--- src/rtl/sdr_pkg.sv ---
/*
 * Dense-to-sparse converter shared definitions.
 * Holds the control FSM state encoding and the default sizes
 * used by every block of the converter.
 */

package sdr_pkg;

    ////////////////////////////////////////////////////////////////////////////
    // Control FSM states
    ////////////////////////////////////////////////////////////////////////////

    typedef enum logic [2:0]
    {
        IDLE,
        SHIFT_DATA_ST,
        SDR_INDEX_ST,
        SDR_DONE_ST,
        SDR_ERROR_ST
    } sdr_state_e;

    ////////////////////////////////////////////////////////////////////////////
    // Default sizes
    ////////////////////////////////////////////////////////////////////////////

    localparam int unsigned DEF_VEC_W      = 32;
    localparam int unsigned DEF_FIFO_DEPTH = 16;
    localparam int unsigned DEF_MAX_ACTIVE = 8;

endpackage

--- src/rtl/sdr_control_fsm.sv ---
/*
 * Control FSM of the dense-to-sparse converter.
 * Sequences the bit scan and the FIFO drain into the index store,
 * and drives the busy, done, FIFO full and overflow status levels.
 */

`timescale 1ns/10ps

module sdr_control_fsm
    import sdr_pkg::*;
(
    input  logic clk_i,
    input  logic rst_ni,
    input  logic start_i,
    input  logic shift_cnt_dn_i,
    input  logic fifo_rvalid_i,
    input  logic fifo_full_i,
    input  logic idx_cnt_dn_i,
    output logic shift_counter_rst_o,
    output logic shift_counter_en_o,
    output logic fifo_rready_o,
    output logic fifo_clr_o,
    output logic sdr_indexes_counter_rst_o,
    output logic busy_o,
    output logic convert_done_o,
    output logic error_fifo_full_o,
    output logic error_st_o
);

    sdr_state_e state_q;
    sdr_state_e state_d;

    ////////////////////////////////////////////////////////////////////////////
    // Next state
    ////////////////////////////////////////////////////////////////////////////

    always_comb
    begin
        state_d = state_q;
        case (state_q)
            IDLE, SDR_DONE_ST, SDR_ERROR_ST:
            begin
                if (start_i)
                begin
                    state_d = SHIFT_DATA_ST;
                end
            end
            SHIFT_DATA_ST:
            begin
                if (shift_cnt_dn_i)
                begin
                    state_d = SDR_INDEX_ST;
                end
            end
            SDR_INDEX_ST:
            begin
                // Overflow wins over an empty FIFO
                if (idx_cnt_dn_i)
                begin
                    state_d = SDR_ERROR_ST;
                end
                else if (!fifo_rvalid_i)
                begin
                    state_d = SDR_DONE_ST;
                end
            end
            default:
            begin
                state_d = IDLE;
            end
        endcase
    end

    always_ff @(posedge clk_i or negedge rst_ni)
    begin
        if (!rst_ni)
        begin
            state_q <= IDLE;
        end
        else
        begin
            state_q <= state_d;
        end
    end

    ////////////////////////////////////////////////////////////////////////////
    // Outputs
    ////////////////////////////////////////////////////////////////////////////

    always_comb
    begin
        shift_counter_rst_o       = 1'b0;
        shift_counter_en_o        = 1'b0;
        fifo_rready_o             = 1'b0;
        fifo_clr_o                = 1'b0;
        sdr_indexes_counter_rst_o = 1'b0;
        busy_o                    = 1'b0;
        convert_done_o            = 1'b0;
        error_fifo_full_o         = 1'b0;
        error_st_o                = 1'b0;
        case (state_q)
            SHIFT_DATA_ST:
            begin
                shift_counter_en_o        = !shift_cnt_dn_i;
                sdr_indexes_counter_rst_o = 1'b1;
                busy_o                    = 1'b1;
                error_fifo_full_o         = fifo_full_i;
            end
            SDR_INDEX_ST:
            begin
                fifo_rready_o  = 1'b1;
                busy_o         = 1'b1;
                convert_done_o = !fifo_rvalid_i;
                error_st_o     = idx_cnt_dn_i;
            end
            SDR_DONE_ST, SDR_ERROR_ST:
            begin
                // A new start reloads the vector and clears the result
                if (start_i)
                begin
                    shift_counter_rst_o       = 1'b1;
                    fifo_clr_o                = 1'b1;
                    sdr_indexes_counter_rst_o = 1'b1;
                end
                else
                begin
                    convert_done_o = 1'b1;
                    error_st_o     = (state_q == SDR_ERROR_ST);
                end
            end
            default:
            begin
                shift_counter_rst_o       = 1'b1;
                fifo_clr_o                = 1'b1;
                sdr_indexes_counter_rst_o = 1'b1;
            end
        endcase
    end

endmodule

--- src/rtl/sdr_convert_top.sv ---
/*
 * Dense-to-sparse converter top level.
 * Connects the control FSM, the vector scanner, the index FIFO
 * and the SDR index store.
 */

`timescale 1ns/10ps

module sdr_convert_top
    import sdr_pkg::*;
#(
    parameter int unsigned VEC_W      = DEF_VEC_W,
    parameter int unsigned FIFO_DEPTH = DEF_FIFO_DEPTH,
    parameter int unsigned MAX_ACTIVE = DEF_MAX_ACTIVE
)
(
    input  logic                            clk_i,
    input  logic                            rst_ni,
    input  logic                            start_i,
    input  logic [VEC_W-1:0]                vector_i,
    input  logic [$clog2(MAX_ACTIVE)-1:0]   rd_addr_i,
    output logic                            busy_o,
    output logic                            done_o,
    output logic                            fifo_full_o,
    output logic                            error_o,
    output logic [$clog2(MAX_ACTIVE+1)-1:0] active_count_o,
    output logic [$clog2(VEC_W)-1:0]        rd_data_o
);

    localparam int unsigned IDX_W = $clog2(VEC_W);

    logic             shift_counter_rst;
    logic             shift_counter_en;
    logic             shift_cnt_dn;
    logic             fifo_clr;
    logic             fifo_rready;
    logic             fifo_rvalid;
    logic             fifo_full;
    logic [IDX_W-1:0] fifo_rdata;
    logic             sdr_indexes_counter_rst;
    logic             idx_cnt_dn;
    logic             push;
    logic [IDX_W-1:0] push_idx;
    logic             scan_fifo_full;

    ////////////////////////////////////////////////////////////////////////////
    // Sequencer
    ////////////////////////////////////////////////////////////////////////////

    sdr_control_fsm u_fsm
    (
        .clk_i                     (clk_i),
        .rst_ni                    (rst_ni),
        .start_i                   (start_i),
        .shift_cnt_dn_i            (shift_cnt_dn),
        .fifo_rvalid_i             (fifo_rvalid),
        .fifo_full_i               (fifo_full),
        .idx_cnt_dn_i              (idx_cnt_dn),
        .shift_counter_rst_o       (shift_counter_rst),
        .shift_counter_en_o        (shift_counter_en),
        .fifo_rready_o             (fifo_rready),
        .fifo_clr_o                (fifo_clr),
        .sdr_indexes_counter_rst_o (sdr_indexes_counter_rst),
        .busy_o                    (busy_o),
        .convert_done_o            (done_o),
        .error_fifo_full_o         (scan_fifo_full),
        .error_st_o                (error_o)
    );

    ////////////////////////////////////////////////////////////////////////////
    // Datapath
    ////////////////////////////////////////////////////////////////////////////

    sdr_shift_unit #(.VEC_W(VEC_W)) u_shift
    (
        .clk_i      (clk_i),
        .rst_ni     (rst_ni),
        .vector_i   (vector_i),
        .load_i     (shift_counter_rst),
        .en_i       (shift_counter_en),
        .push_o     (push),
        .push_idx_o (push_idx),
        .cnt_dn_o   (shift_cnt_dn)
    );

    sdr_index_fifo #(.VEC_W(VEC_W), .FIFO_DEPTH(FIFO_DEPTH)) u_fifo
    (
        .clk_i    (clk_i),
        .rst_ni   (rst_ni),
        .clr_i    (fifo_clr),
        .push_i   (push),
        .wdata_i  (push_idx),
        .rready_i (fifo_rready),
        .rvalid_o (fifo_rvalid),
        .rdata_o  (fifo_rdata),
        .full_o   (fifo_full)
    );

    sdr_index_store #(.VEC_W(VEC_W), .MAX_ACTIVE(MAX_ACTIVE)) u_store
    (
        .clk_i      (clk_i),
        .rst_ni     (rst_ni),
        .clr_i      (sdr_indexes_counter_rst),
        .wr_i       (fifo_rready && fifo_rvalid),
        .wdata_i    (fifo_rdata),
        .rd_addr_i  (rd_addr_i),
        .count_o    (active_count_o),
        .rd_data_o  (rd_data_o),
        .overflow_o (idx_cnt_dn)
    );

    // Full flag is only reported while the scan is running
    assign fifo_full_o = scan_fifo_full;

endmodule

--- src/rtl/sdr_index_fifo.sv ---
/*
 * Set-bit index FIFO.
 * Circular buffer with synchronous clear; pushes while full are
 * dropped and the oldest entry is shown whenever rvalid is high.
 */

`timescale 1ns/10ps

module sdr_index_fifo
    import sdr_pkg::*;
#(
    parameter int unsigned VEC_W      = DEF_VEC_W,
    parameter int unsigned FIFO_DEPTH = DEF_FIFO_DEPTH
)
(
    input  logic                     clk_i,
    input  logic                     rst_ni,
    input  logic                     clr_i,
    input  logic                     push_i,
    input  logic [$clog2(VEC_W)-1:0] wdata_i,
    input  logic                     rready_i,
    output logic                     rvalid_o,
    output logic [$clog2(VEC_W)-1:0] rdata_o,
    output logic                     full_o
);

    localparam int unsigned DATA_W = $clog2(VEC_W);
    localparam int unsigned PTR_W  = $clog2(FIFO_DEPTH);
    localparam int unsigned CNT_W  = $clog2(FIFO_DEPTH + 1);

    logic [DATA_W-1:0] mem_q [FIFO_DEPTH];
    logic [PTR_W-1:0]  wptr_q;
    logic [PTR_W-1:0]  rptr_q;
    logic [CNT_W-1:0]  fill_q;
    logic              wr_en;
    logic              rd_en;

    assign full_o   = (fill_q == CNT_W'(FIFO_DEPTH));
    assign rvalid_o = (fill_q != '0);
    assign wr_en    = push_i && !full_o;
    assign rd_en    = rready_i && rvalid_o;
    assign rdata_o  = mem_q[rptr_q];

    ////////////////////////////////////////////////////////////////////////////
    // Pointers and fill count
    ////////////////////////////////////////////////////////////////////////////

    always_ff @(posedge clk_i or negedge rst_ni)
    begin
        if (!rst_ni)
        begin
            wptr_q <= '0;
            rptr_q <= '0;
            fill_q <= '0;
        end
        else if (clr_i)
        begin
            wptr_q <= '0;
            rptr_q <= '0;
            fill_q <= '0;
        end
        else
        begin
            if (wr_en)
            begin
                wptr_q <= (wptr_q == PTR_W'(FIFO_DEPTH - 1)) ? '0 : wptr_q + PTR_W'(1);
            end
            if (rd_en)
            begin
                rptr_q <= (rptr_q == PTR_W'(FIFO_DEPTH - 1)) ? '0 : rptr_q + PTR_W'(1);
            end
            if (wr_en && !rd_en)
            begin
                fill_q <= fill_q + CNT_W'(1);
            end
            else if (rd_en && !wr_en)
            begin
                fill_q <= fill_q - CNT_W'(1);
            end
        end
    end

    always_ff @(posedge clk_i)
    begin
        if (wr_en)
        begin
            mem_q[wptr_q] <= wdata_i;
        end
    end

endmodule

--- src/rtl/sdr_index_store.sv ---
/*
 * SDR index store.
 * Appends each popped index at the active count, flags a write
 * beyond capacity as overflow and serves the host read port.
 */

`timescale 1ns/10ps

module sdr_index_store
    import sdr_pkg::*;
#(
    parameter int unsigned VEC_W      = DEF_VEC_W,
    parameter int unsigned MAX_ACTIVE = DEF_MAX_ACTIVE
)
(
    input  logic                            clk_i,
    input  logic                            rst_ni,
    input  logic                            clr_i,
    input  logic                            wr_i,
    input  logic [$clog2(VEC_W)-1:0]        wdata_i,
    input  logic [$clog2(MAX_ACTIVE)-1:0]   rd_addr_i,
    output logic [$clog2(MAX_ACTIVE+1)-1:0] count_o,
    output logic [$clog2(VEC_W)-1:0]        rd_data_o,
    output logic                            overflow_o
);

    localparam int unsigned DATA_W = $clog2(VEC_W);
    localparam int unsigned ADDR_W = $clog2(MAX_ACTIVE);
    localparam int unsigned CNT_W  = $clog2(MAX_ACTIVE + 1);

    logic [DATA_W-1:0] mem_q [MAX_ACTIVE];
    logic [CNT_W-1:0]  count_q;
    logic              store_full;

    assign store_full = (count_q == CNT_W'(MAX_ACTIVE));
    assign count_o    = count_q;

    always_ff @(posedge clk_i or negedge rst_ni)
    begin
        if (!rst_ni)
        begin
            count_q    <= '0;
            overflow_o <= 1'b0;
        end
        else if (clr_i)
        begin
            count_q    <= '0;
            overflow_o <= 1'b0;
        end
        else if (wr_i)
        begin
            if (store_full)
            begin
                overflow_o <= 1'b1;
            end
            else
            begin
                count_q <= count_q + CNT_W'(1);
            end
        end
    end

    always_ff @(posedge clk_i)
    begin
        if (wr_i && !store_full)
        begin
            mem_q[count_q[ADDR_W-1:0]] <= wdata_i;
        end
    end

    // Addresses past the capacity read as zero
    assign rd_data_o = (rd_addr_i < ADDR_W'(MAX_ACTIVE - 1) + ADDR_W'(1) || MAX_ACTIVE == 2**ADDR_W)
                     ? mem_q[rd_addr_i] : '0;

endmodule

--- src/rtl/sdr_shift_unit.sv ---
/*
 * Dense vector scanner.
 * Shifts the loaded vector right one bit per enabled cycle and
 * pushes the position of every set bit towards the index FIFO.
 */

`timescale 1ns/10ps

module sdr_shift_unit
    import sdr_pkg::*;
#(
    parameter int unsigned VEC_W = DEF_VEC_W
)
(
    input  logic                     clk_i,
    input  logic                     rst_ni,
    input  logic [VEC_W-1:0]         vector_i,
    input  logic                     load_i,
    input  logic                     en_i,
    output logic                     push_o,
    output logic [$clog2(VEC_W)-1:0] push_idx_o,
    output logic                     cnt_dn_o
);

    localparam int unsigned IDX_W = $clog2(VEC_W);
    // Wide enough to hold VEC_W itself
    localparam int unsigned CNT_W = $clog2(VEC_W + 1);

    logic [VEC_W-1:0] shift_q;
    logic [CNT_W-1:0] pos_q;
    logic             step;

    assign cnt_dn_o = (pos_q == CNT_W'(VEC_W));
    assign step     = en_i && !cnt_dn_o;

    ////////////////////////////////////////////////////////////////////////////
    // Position counter
    ////////////////////////////////////////////////////////////////////////////

    always_ff @(posedge clk_i or negedge rst_ni)
    begin
        if (!rst_ni)
        begin
            pos_q <= '0;
        end
        else if (load_i)
        begin
            pos_q <= '0;
        end
        else if (step)
        begin
            pos_q <= pos_q + CNT_W'(1);
        end
    end

    // Vector register
    always_ff @(posedge clk_i)
    begin
        if (load_i)
        begin
            shift_q <= vector_i;
        end
        else if (step)
        begin
            shift_q <= shift_q >> 1;
        end
    end

    assign push_o     = step && shift_q[0];
    assign push_idx_o = pos_q[IDX_W-1:0];

endmodule

--- config.mk ---
export PLATFORM = sky130hd
export DESIGN_NAME = sdr_convert_top
export DESIGN_NICKNAME = d
export VERILOG_FILES = /design/src/rtl/sdr_pkg.sv /design/src/rtl/sdr_control_fsm.sv /design/src/rtl/sdr_convert_top.sv /design/src/rtl/sdr_index_fifo.sv /design/src/rtl/sdr_index_store.sv /design/src/rtl/sdr_shift_unit.sv
export SDC_FILE = /design/constraint.sdc
export NUM_CORES = 1
export LEC_CHECK = 0
export BUFFER_PORTS_ARGS = -buffer_cell sky130_fd_sc_hd__buf_2
export CORE_ASPECT_RATIO = 1.2
export CORE_MARGIN = 2
export CORE_UTILIZATION = 50
export CTS_CLUSTER_DIAMETER = 30
export CTS_CLUSTER_SIZE = 30
export DETAILED_ROUTE_END_ITERATION = 16
export GPL_TIMING_DRIVEN = 0
export MAX_ROUTING_LAYER = met4
export PLACE_DENSITY = 0.77
export SLEW_MARGIN = 20
export SYNTH_ARGS = -nofsm -noshare
export SYNTH_HDL_FRONTEND = slang
export SYNTH_SLANG_ARGS = --single-unit
--- constraint.sdc ---
create_clock -name clk_i -period 8.35 [get_ports clk_i]
set_clock_uncertainty 0.05 [all_clocks]
set_input_delay 0.835 -clock clk_i [delete_from_list [all_inputs] [get_ports clk_i]]
set_output_delay 0.835 -clock clk_i [all_outputs]
set_load 0.005 [all_outputs]
* Yosys cells after proc, flatten, opt, wreduce, memory -nomap -nowiden
Memory sizes are Yosys's and may differ from the RTL's.
Index checks and enable logic that the tools add are counted.
** Word-level totals
- Bits in registers :: 59
- RAM bits :: 120
- Input port bits :: 38
- Memories :: 2
** Operators by class
- $add $sub $neg :: 6
- Eq/ne operators :: 13
- Multiplexer cells :: 39
- Reduce and logical (&&, ||, !) cells :: 27
** Memories
- u_fifo.mem_q :: words 16, width 5, rd ports 1, clocked after memory_dff 0, wr ports 1, line sdr_index_fifo.sv:31 : logic [DATA_W-1:0] mem_q [FIFO_DEPTH];
- u_store.mem_q :: words 8, width 5, rd ports 1, clocked after memory_dff 0, wr ports 1, line sdr_index_store.sv:31 : logic [DATA_W-1:0] mem_q [MAX_ACTIVE];
** Operator list (count)
- $mux W32 :: 2
- $mux W4 :: 9
- $mux W5 :: 3
- $mux W1 :: 14
- $add A4 B1 Y4 const B :: 3
- $eq A4 B4 Y1 const B :: 3
- $mux W3 :: 4
- $mux W6 :: 2
- $reduce_bool A2 Y1 :: 5
- $pmux W3 S3 :: 1
- $pmux W1 S2 :: 4
- $logic_and A1 B1 Y1 :: 7
- $add A6 B1 Y6 const B :: 1
- $eq A3 B2 Y1 const B :: 2
- $eq A6 B6 Y1 const B :: 1
- $logic_not A1 Y1 :: 6
- $add A5 B1 Y5 const B :: 1
- $eq A5 B5 Y1 const B :: 1
- $reduce_bool A5 Y1 :: 1
- $sub A5 B1 Y5 const B :: 1
- $ne A2 B2 Y1 const B :: 2
- $reduce_and A2 Y1 :: 2
- $reduce_or A2 Y1 :: 2
- $eq A3 B1 Y1 const B :: 1
- other kinds (7) :: 7

* Depth between registers and ports, before layout
- Depth after elaboration :: 11
- Mapped depth :: 13
- Mapped depth without buffers :: 12

* Modules after synthesis
A second synthesis with hierarchy kept.
** Unflattened totals
- Cells, all modules :: 479
- Area total of the unflattened synthesis :: 8061.5 um^2
** By module, submodules not included
- sdr_index_fifo :: instances 1, cells an instance 231, area each 4110.2 um^2, seq. area each 2727.6 um^2
- sdr_index_store :: instances 1, cells an instance 97, area each 1850.5 um^2, seq. area each 1326.3 um^2
- sdr_shift_unit :: instances 1, cells an instance 116, area each 1788.0 um^2, seq. area each 1111.1 um^2
- sdr_control_fsm :: instances 1, cells an instance 34, area each 306.5 um^2, seq. area each 75.1 um^2
- sdr_convert_top :: instances 1, cells an instance 1, area each 6.3 um^2, seq. area each 0.0 um^2

* Worst setup path before layout
OpenSTA, ideal clock, no wires.
- Kind :: flip-flop to flip-flop
- Start point :: register u_shift.pos_q[0]
- End point :: register u_fifo.fill_q[4]
- Setup time :: 0.079 ns
- Arrival time :: 3.048 ns
- Data required time :: 8.221 ns
- Setup slack :: 5.172 ns
- Cell stages (with the launch flop) :: 14
- Period minus slack after synthesis :: 3.178 ns
- Cell sequence :: dfrtp_1 > inv_1 > ha_1 > nand4bb_1 > o21a_1 > and2_1 > buf_2 > ha_1 > inv_1 > fa_1 > a21o_1 > a21oi_1 > mux2i_1 > mux2i_1
** On the way
- Word-level cells in the longest chain between the ends :: 9
- Elaborated cells on any way between the ends :: 12
- Those cells by class :: 1 x eq/ne; 3 x mux; 8 x reduce/logical
** Ends and longest elaborated chain
- from (decl) :: line sdr_shift_unit.sv:30 : logic [CNT_W-1:0] pos_q;
- from (signal assigned) :: line sdr_shift_unit.sv:52 : pos_q <= pos_q + CNT_W'(1);
- $eq A6 B6 Y1 * :: line sdr_shift_unit.sv:33 : assign cnt_dn_o = (pos_q == CNT_W'(VEC_W));
- $logic_not A1 Y1 * :: line sdr_control_fsm.sv:104, sdr_shift_unit.sv:34
- $mux W1 :: line sdr_control_fsm.sv:101 : case (state_q)
- $logic_and A1 B1 Y1 * :: line sdr_shift_unit.sv:34 : assign step = en_i && !cnt_dn_o;
- $logic_and A1 B1 Y1 * :: line sdr_shift_unit.sv:69 : assign push_o = step && shift_q[0];
- $logic_and A1 B1 Y1 * :: line sdr_index_fifo.sv:40 : assign wr_en = push_i && !full_o;
- $logic_and A1 B1 Y1 or $logic_not A1 Y1 (tied branches) :: line sdr_index_fifo.sv:72, sdr_index_fifo.sv:76
- $mux W5 or $logic_and A1 B1 Y1 (tied branches) :: line sdr_index_fifo.sv:72, sdr_index_fifo.sv:76
- $mux W5 or $reduce_bool A3 Y1 (tied branches)
- to (signal assigned) :: line sdr_index_fifo.sv:74 : fill_q <= fill_q + CNT_W'(1);
- to (signal assigned) :: line sdr_index_fifo.sv:78 : fill_q <= fill_q - CNT_W'(1);
- to (decl) :: line sdr_index_fifo.sv:34 : logic [CNT_W-1:0] fill_q;
Every way passes the cells marked *; elsewhere a longest branch is shown, timed or not.
A chain may end at the register's enable or synchronous reset.

* Worst setup path in the final report
Ends and elaborated chain as after synthesis.

==> impl_metrics.py <==
metrics = {
    "status": {
        "outcome": "finished clean",
    },
    "floorplanning": {
        "num_rows": 50,
        "die_height_um": 142.0,
        "die_w_um": 119.0,
        "dieArea_um2": 16900,
        "num_io_pins": 51,
        "start_util": 0.5093,
        "core_um2": 15580,
    },
    "timing": {
        "finalHoldViolations": 0,
        "setup_viol": 0,
        "fin_crit_ps": 3958,
        "finalSetupTns_ps": 0,
        "rsz0062_at_grt": "false",
        "relSlewSlack": 0.2833,
        "fin_ws_ps": 4392,
        "post-route-period-util": 0.4740,
        "maxSlewViolCount": 0,
        "max_freq_ghz": 0.2527,
        "worstMarginPinSlew_ps": 1061,
    },
    "yosys": {
        "postSynthNetCount": 539,
        "ys_async_sr_fraction": 0.1508,
        "yosysWarnings": 0,
        "synth.area.top_cells": "edfxtp_1, dfrtp_1, mux4_2",
        "synth_top_area_share": 0.5753,
        "postSynthCellCount": 486,
        "syn_avg_cell_area_um2": 16.32,
        "synth_cell_type_count": 53,
        "syn_area_um2": 7934,
        "synth_seq_cells": 179,
        "synth_top_area_cell": "edfxtp_1",
        "yosysSeqAreaShare": 0.6605,
        "synth_ff_type": "edfxtp_1",
        "synth-edff-count": 152,
    },
    "clocking": {
        "cts_tree": "done",
        "clk_pin_slew_ps": 70,
        "cts_resized": 0,
        "cts_root_buf": "clkbuf_16",
        "holdBufCountCts": 0,
        "cts_buffers": 17,
        "cts_setup_buffers": 0,
        "cts.sinks": 179,
        "clock_path_buffers": 2,
        "clock_latency_ps": 430,
        "h-tree-depth": 4,
    },
    "finish": {
        "nFillCells": 1123,
        "areaGrowthSynthToFinish_pct": 14.30,
        "drive_above_1_share": 0.2739,
        "num_antenna_cells": 0,
        "nets": 606,
    },
    "global_route": {
        "grt_use_met1": 0.2208,
        "grt_usage": 0.1898,
        "gr-total-overflow": 0,
        "grt_max_degree": 33,
        "top_usage_layer": "met2",
        "grt_pass1_wl_mm": 23.65,
        "antenna_found_initial": 0,
        "grt_pass1_vias": 4514,
        "grt_util_met2": 0.3258,
        "gr-usage-met3": 0.04087,
    },
    "power_and_ir_drop": {
        "p_per_area_nw_per_um2": 326.8,
        "vdd.ir_drop.worst_uv": 187.4,
        "p_leak_uw": 0.003373,
    },
    "setup_path": {
        "crit_required_ps": 8660,
        "cp-start-kind": "flop",
        "cp-end-kind": "flop",
        "crit_fanout": 20,
        "crit_arrival_ps": 4270,
        "crit_type": "flop to flop",
    },
    "detailed_routing": {
        "remaining_drc_errors": 0,
        "drt_iter0_drc": 342,
        "routed_wl_mm": 14.76,
        "ant_nets": 0,
        "dr.pass1.iters": 5,
        "via_per_inst": 5.721,
        "post_drt_wl_per_cell_um": 19.07,
        "via_count": 4428,
    },
    "job": {
        "cap_violations": 0,
    },
    "hold_path": {
        "hold_path_class": "primary input to asynchronous set/reset pin",
    },
    "place": {
        "place_ws_ps": 4476,
        "gp_congestion": 0.8192,
        "port_buffers": 48,
        "hpwl_mm": 10.04,
    },
}
## per-layer routing
metal / part of all wire / vias to the layer above
li1: - / 2025
met1: 0.41 / 2210
met2: 0.53 / 165
met3: 0.043 / 28
met4: 0.018 / 0
met5: 0 / -
## cell usage after synthesis (3+ instances only)
cell,instances
and3_1,4
nand2_1,19
edfxtp_1,152
and4b_1,5
a21oi_1,10
dfrtp_1,27
a221oi_1,10
o211ai_1,5
o21a_1,3
and4_1,5
inv_1,12
xor2_1,6
xnor2_1,4
mux2i_1,27
nor4bb_1,4
a22oi_1,6
mux2_4,26
o21ai_0,11
and2_1,10
buf_2,7
a31oi_1,3
a21o_1,3
nor2_1,26
nor3_1,7
nand2b_1,3
mux4_2,20
ha_1,14
mux2_2,10
clkbuf_1,13
## placed cells by master, fill, tap and decap left out, types with 3 or more instances in the layout
cell / Yosys / layout
edfxtp_1: 152 / 152
buf_2: 7 / 55
mux2i_1: 27 / 27
dfrtp_1: 27 / 27
mux2_4: 26 / 26
nor2_1: 26 / 26
mux4_2: 20 / 20
nand2_1: 19 / 18
clkbuf_16: 0 / 17
clkbuf_1: 13 / 14
ha_1: 14 / 14
inv_1: 12 / 12
o21ai_0: 11 / 11
and2_1: 10 / 10
mux2_2: 10 / 10
a21oi_1: 10 / 10
a221oi_1: 10 / 10
nor3_1: 7 / 7
a22oi_1: 6 / 6
xor2_1: 6 / 6
and4_1: 5 / 5
and4b_1: 5 / 5
o211ai_1: 5 / 5
and3_1: 4 / 4
xnor2_1: 4 / 4
clkinv_4: 0 / 4
o21a_1: 3 / 3
nand2b_1: 3 / 3
a21o_1: 3 / 3
nor4bb_2: 0 / 3
a31oi_1: 3 / 3
inv_6: 0 / 3
clkinvlp_4: 0 / 3
bufinv_16: 0 / 3
## power breakdown
group	total, µW	internal, µW	switching (µW)
clock	811	474	338
combinational	756	370	386
sequential	1400	1260	137
## worst paths after layout
path | startpoint | endpoint | slack (ps) | cells past startpoint
hold reg to reg | u_shift.shift_q[22] | u_shift.shift_q[21] | 500 | 1
min in group clk_i | u_shift.shift_q[22] | u_shift.shift_q[21] | 500 | 1
max in group asynchronous | rst_ni | u_fifo.fill_q[4] | 7490 | 1
setup reg to reg | u_shift.pos_q[0] | u_fifo.fill_q[4] | 4390 | 13
hold / removal | rst_ni | u_fsm.state_q[0] | 360 | 1
setup / recovery | u_shift.pos_q[0] | u_fifo.fill_q[4] | 4390 | 13
## state kept, by name (all words and copies together) (netlist names)
signal	cells
u_store.overflow_o	1
u_fsm.state_q	3
u_fifo.wptr_q	4
u_store.count_o	4
u_shift.pos_q	6
u_shift.shift_q	32
u_fifo.fill_q	5
u_fifo.rptr_q	4
u_fifo.mem_q	80
u_store.mem_q	40
## final cells by class
type	count	area, µm²	area share
flip-flops and latches	179	5240	0.5778
well taps	208	260.3	0.02870
clock inverters	14	177.7	0.01959
inverters	12	45.04	0.004967
repair buffers	48	240.2	0.02649
plain buffers	26	143.9	0.01587
multi-input cells	269	2532	0.2792
clock buffers	18	429.2	0.04732
## logic make-up (layout without fill, tap and decap cells)
logic type / after synthesis / count (layout) / share of synthesized area
DFF: 179 / 179 / 0.6605
AOI/OAI and AO/OA: 58 / 58 / 0.05078
adders and majority gates: 15 / 15 / 0.02460
and+or+nand+nor: 103 / 103 / 0.07507
muxes: 83 / 83 / 0.1542
xor gates and xnor gates: 10 / 10 / 0.01104
buffers and inverters: 38 / 118 / 0.02381
## worst max-delay path, stage by stage (launching register included)
cell,delay (ps)
dfrtp_1,830
inv_1,120
ha_1,230
nand4bb_1,190
o21a_1,280
and2_1,290
buf_2,270
ha_1,200
inv_1,130
fa_1,480
a21o_1,200
a21oi_1,170
mux2i_1,250
mux2i_1,190
## per-stage QoR
stage                     utilization  hold slack (ps)  instances  cell area [µm²]  power (µW)
after global placement         0.5414            480.7        742             8434        2110
after detailed placement       0.5420            479.9        742             8443        2158
final                          0.5822            362.3        774             9069        2964
after CTS                      0.5810            367.8        774             9050        2971
after global routing           0.5822            405.9        774             9069        3100
after floorplan                     -            454.4        486             7934        1944
Power figures use the tool's default switching activity.
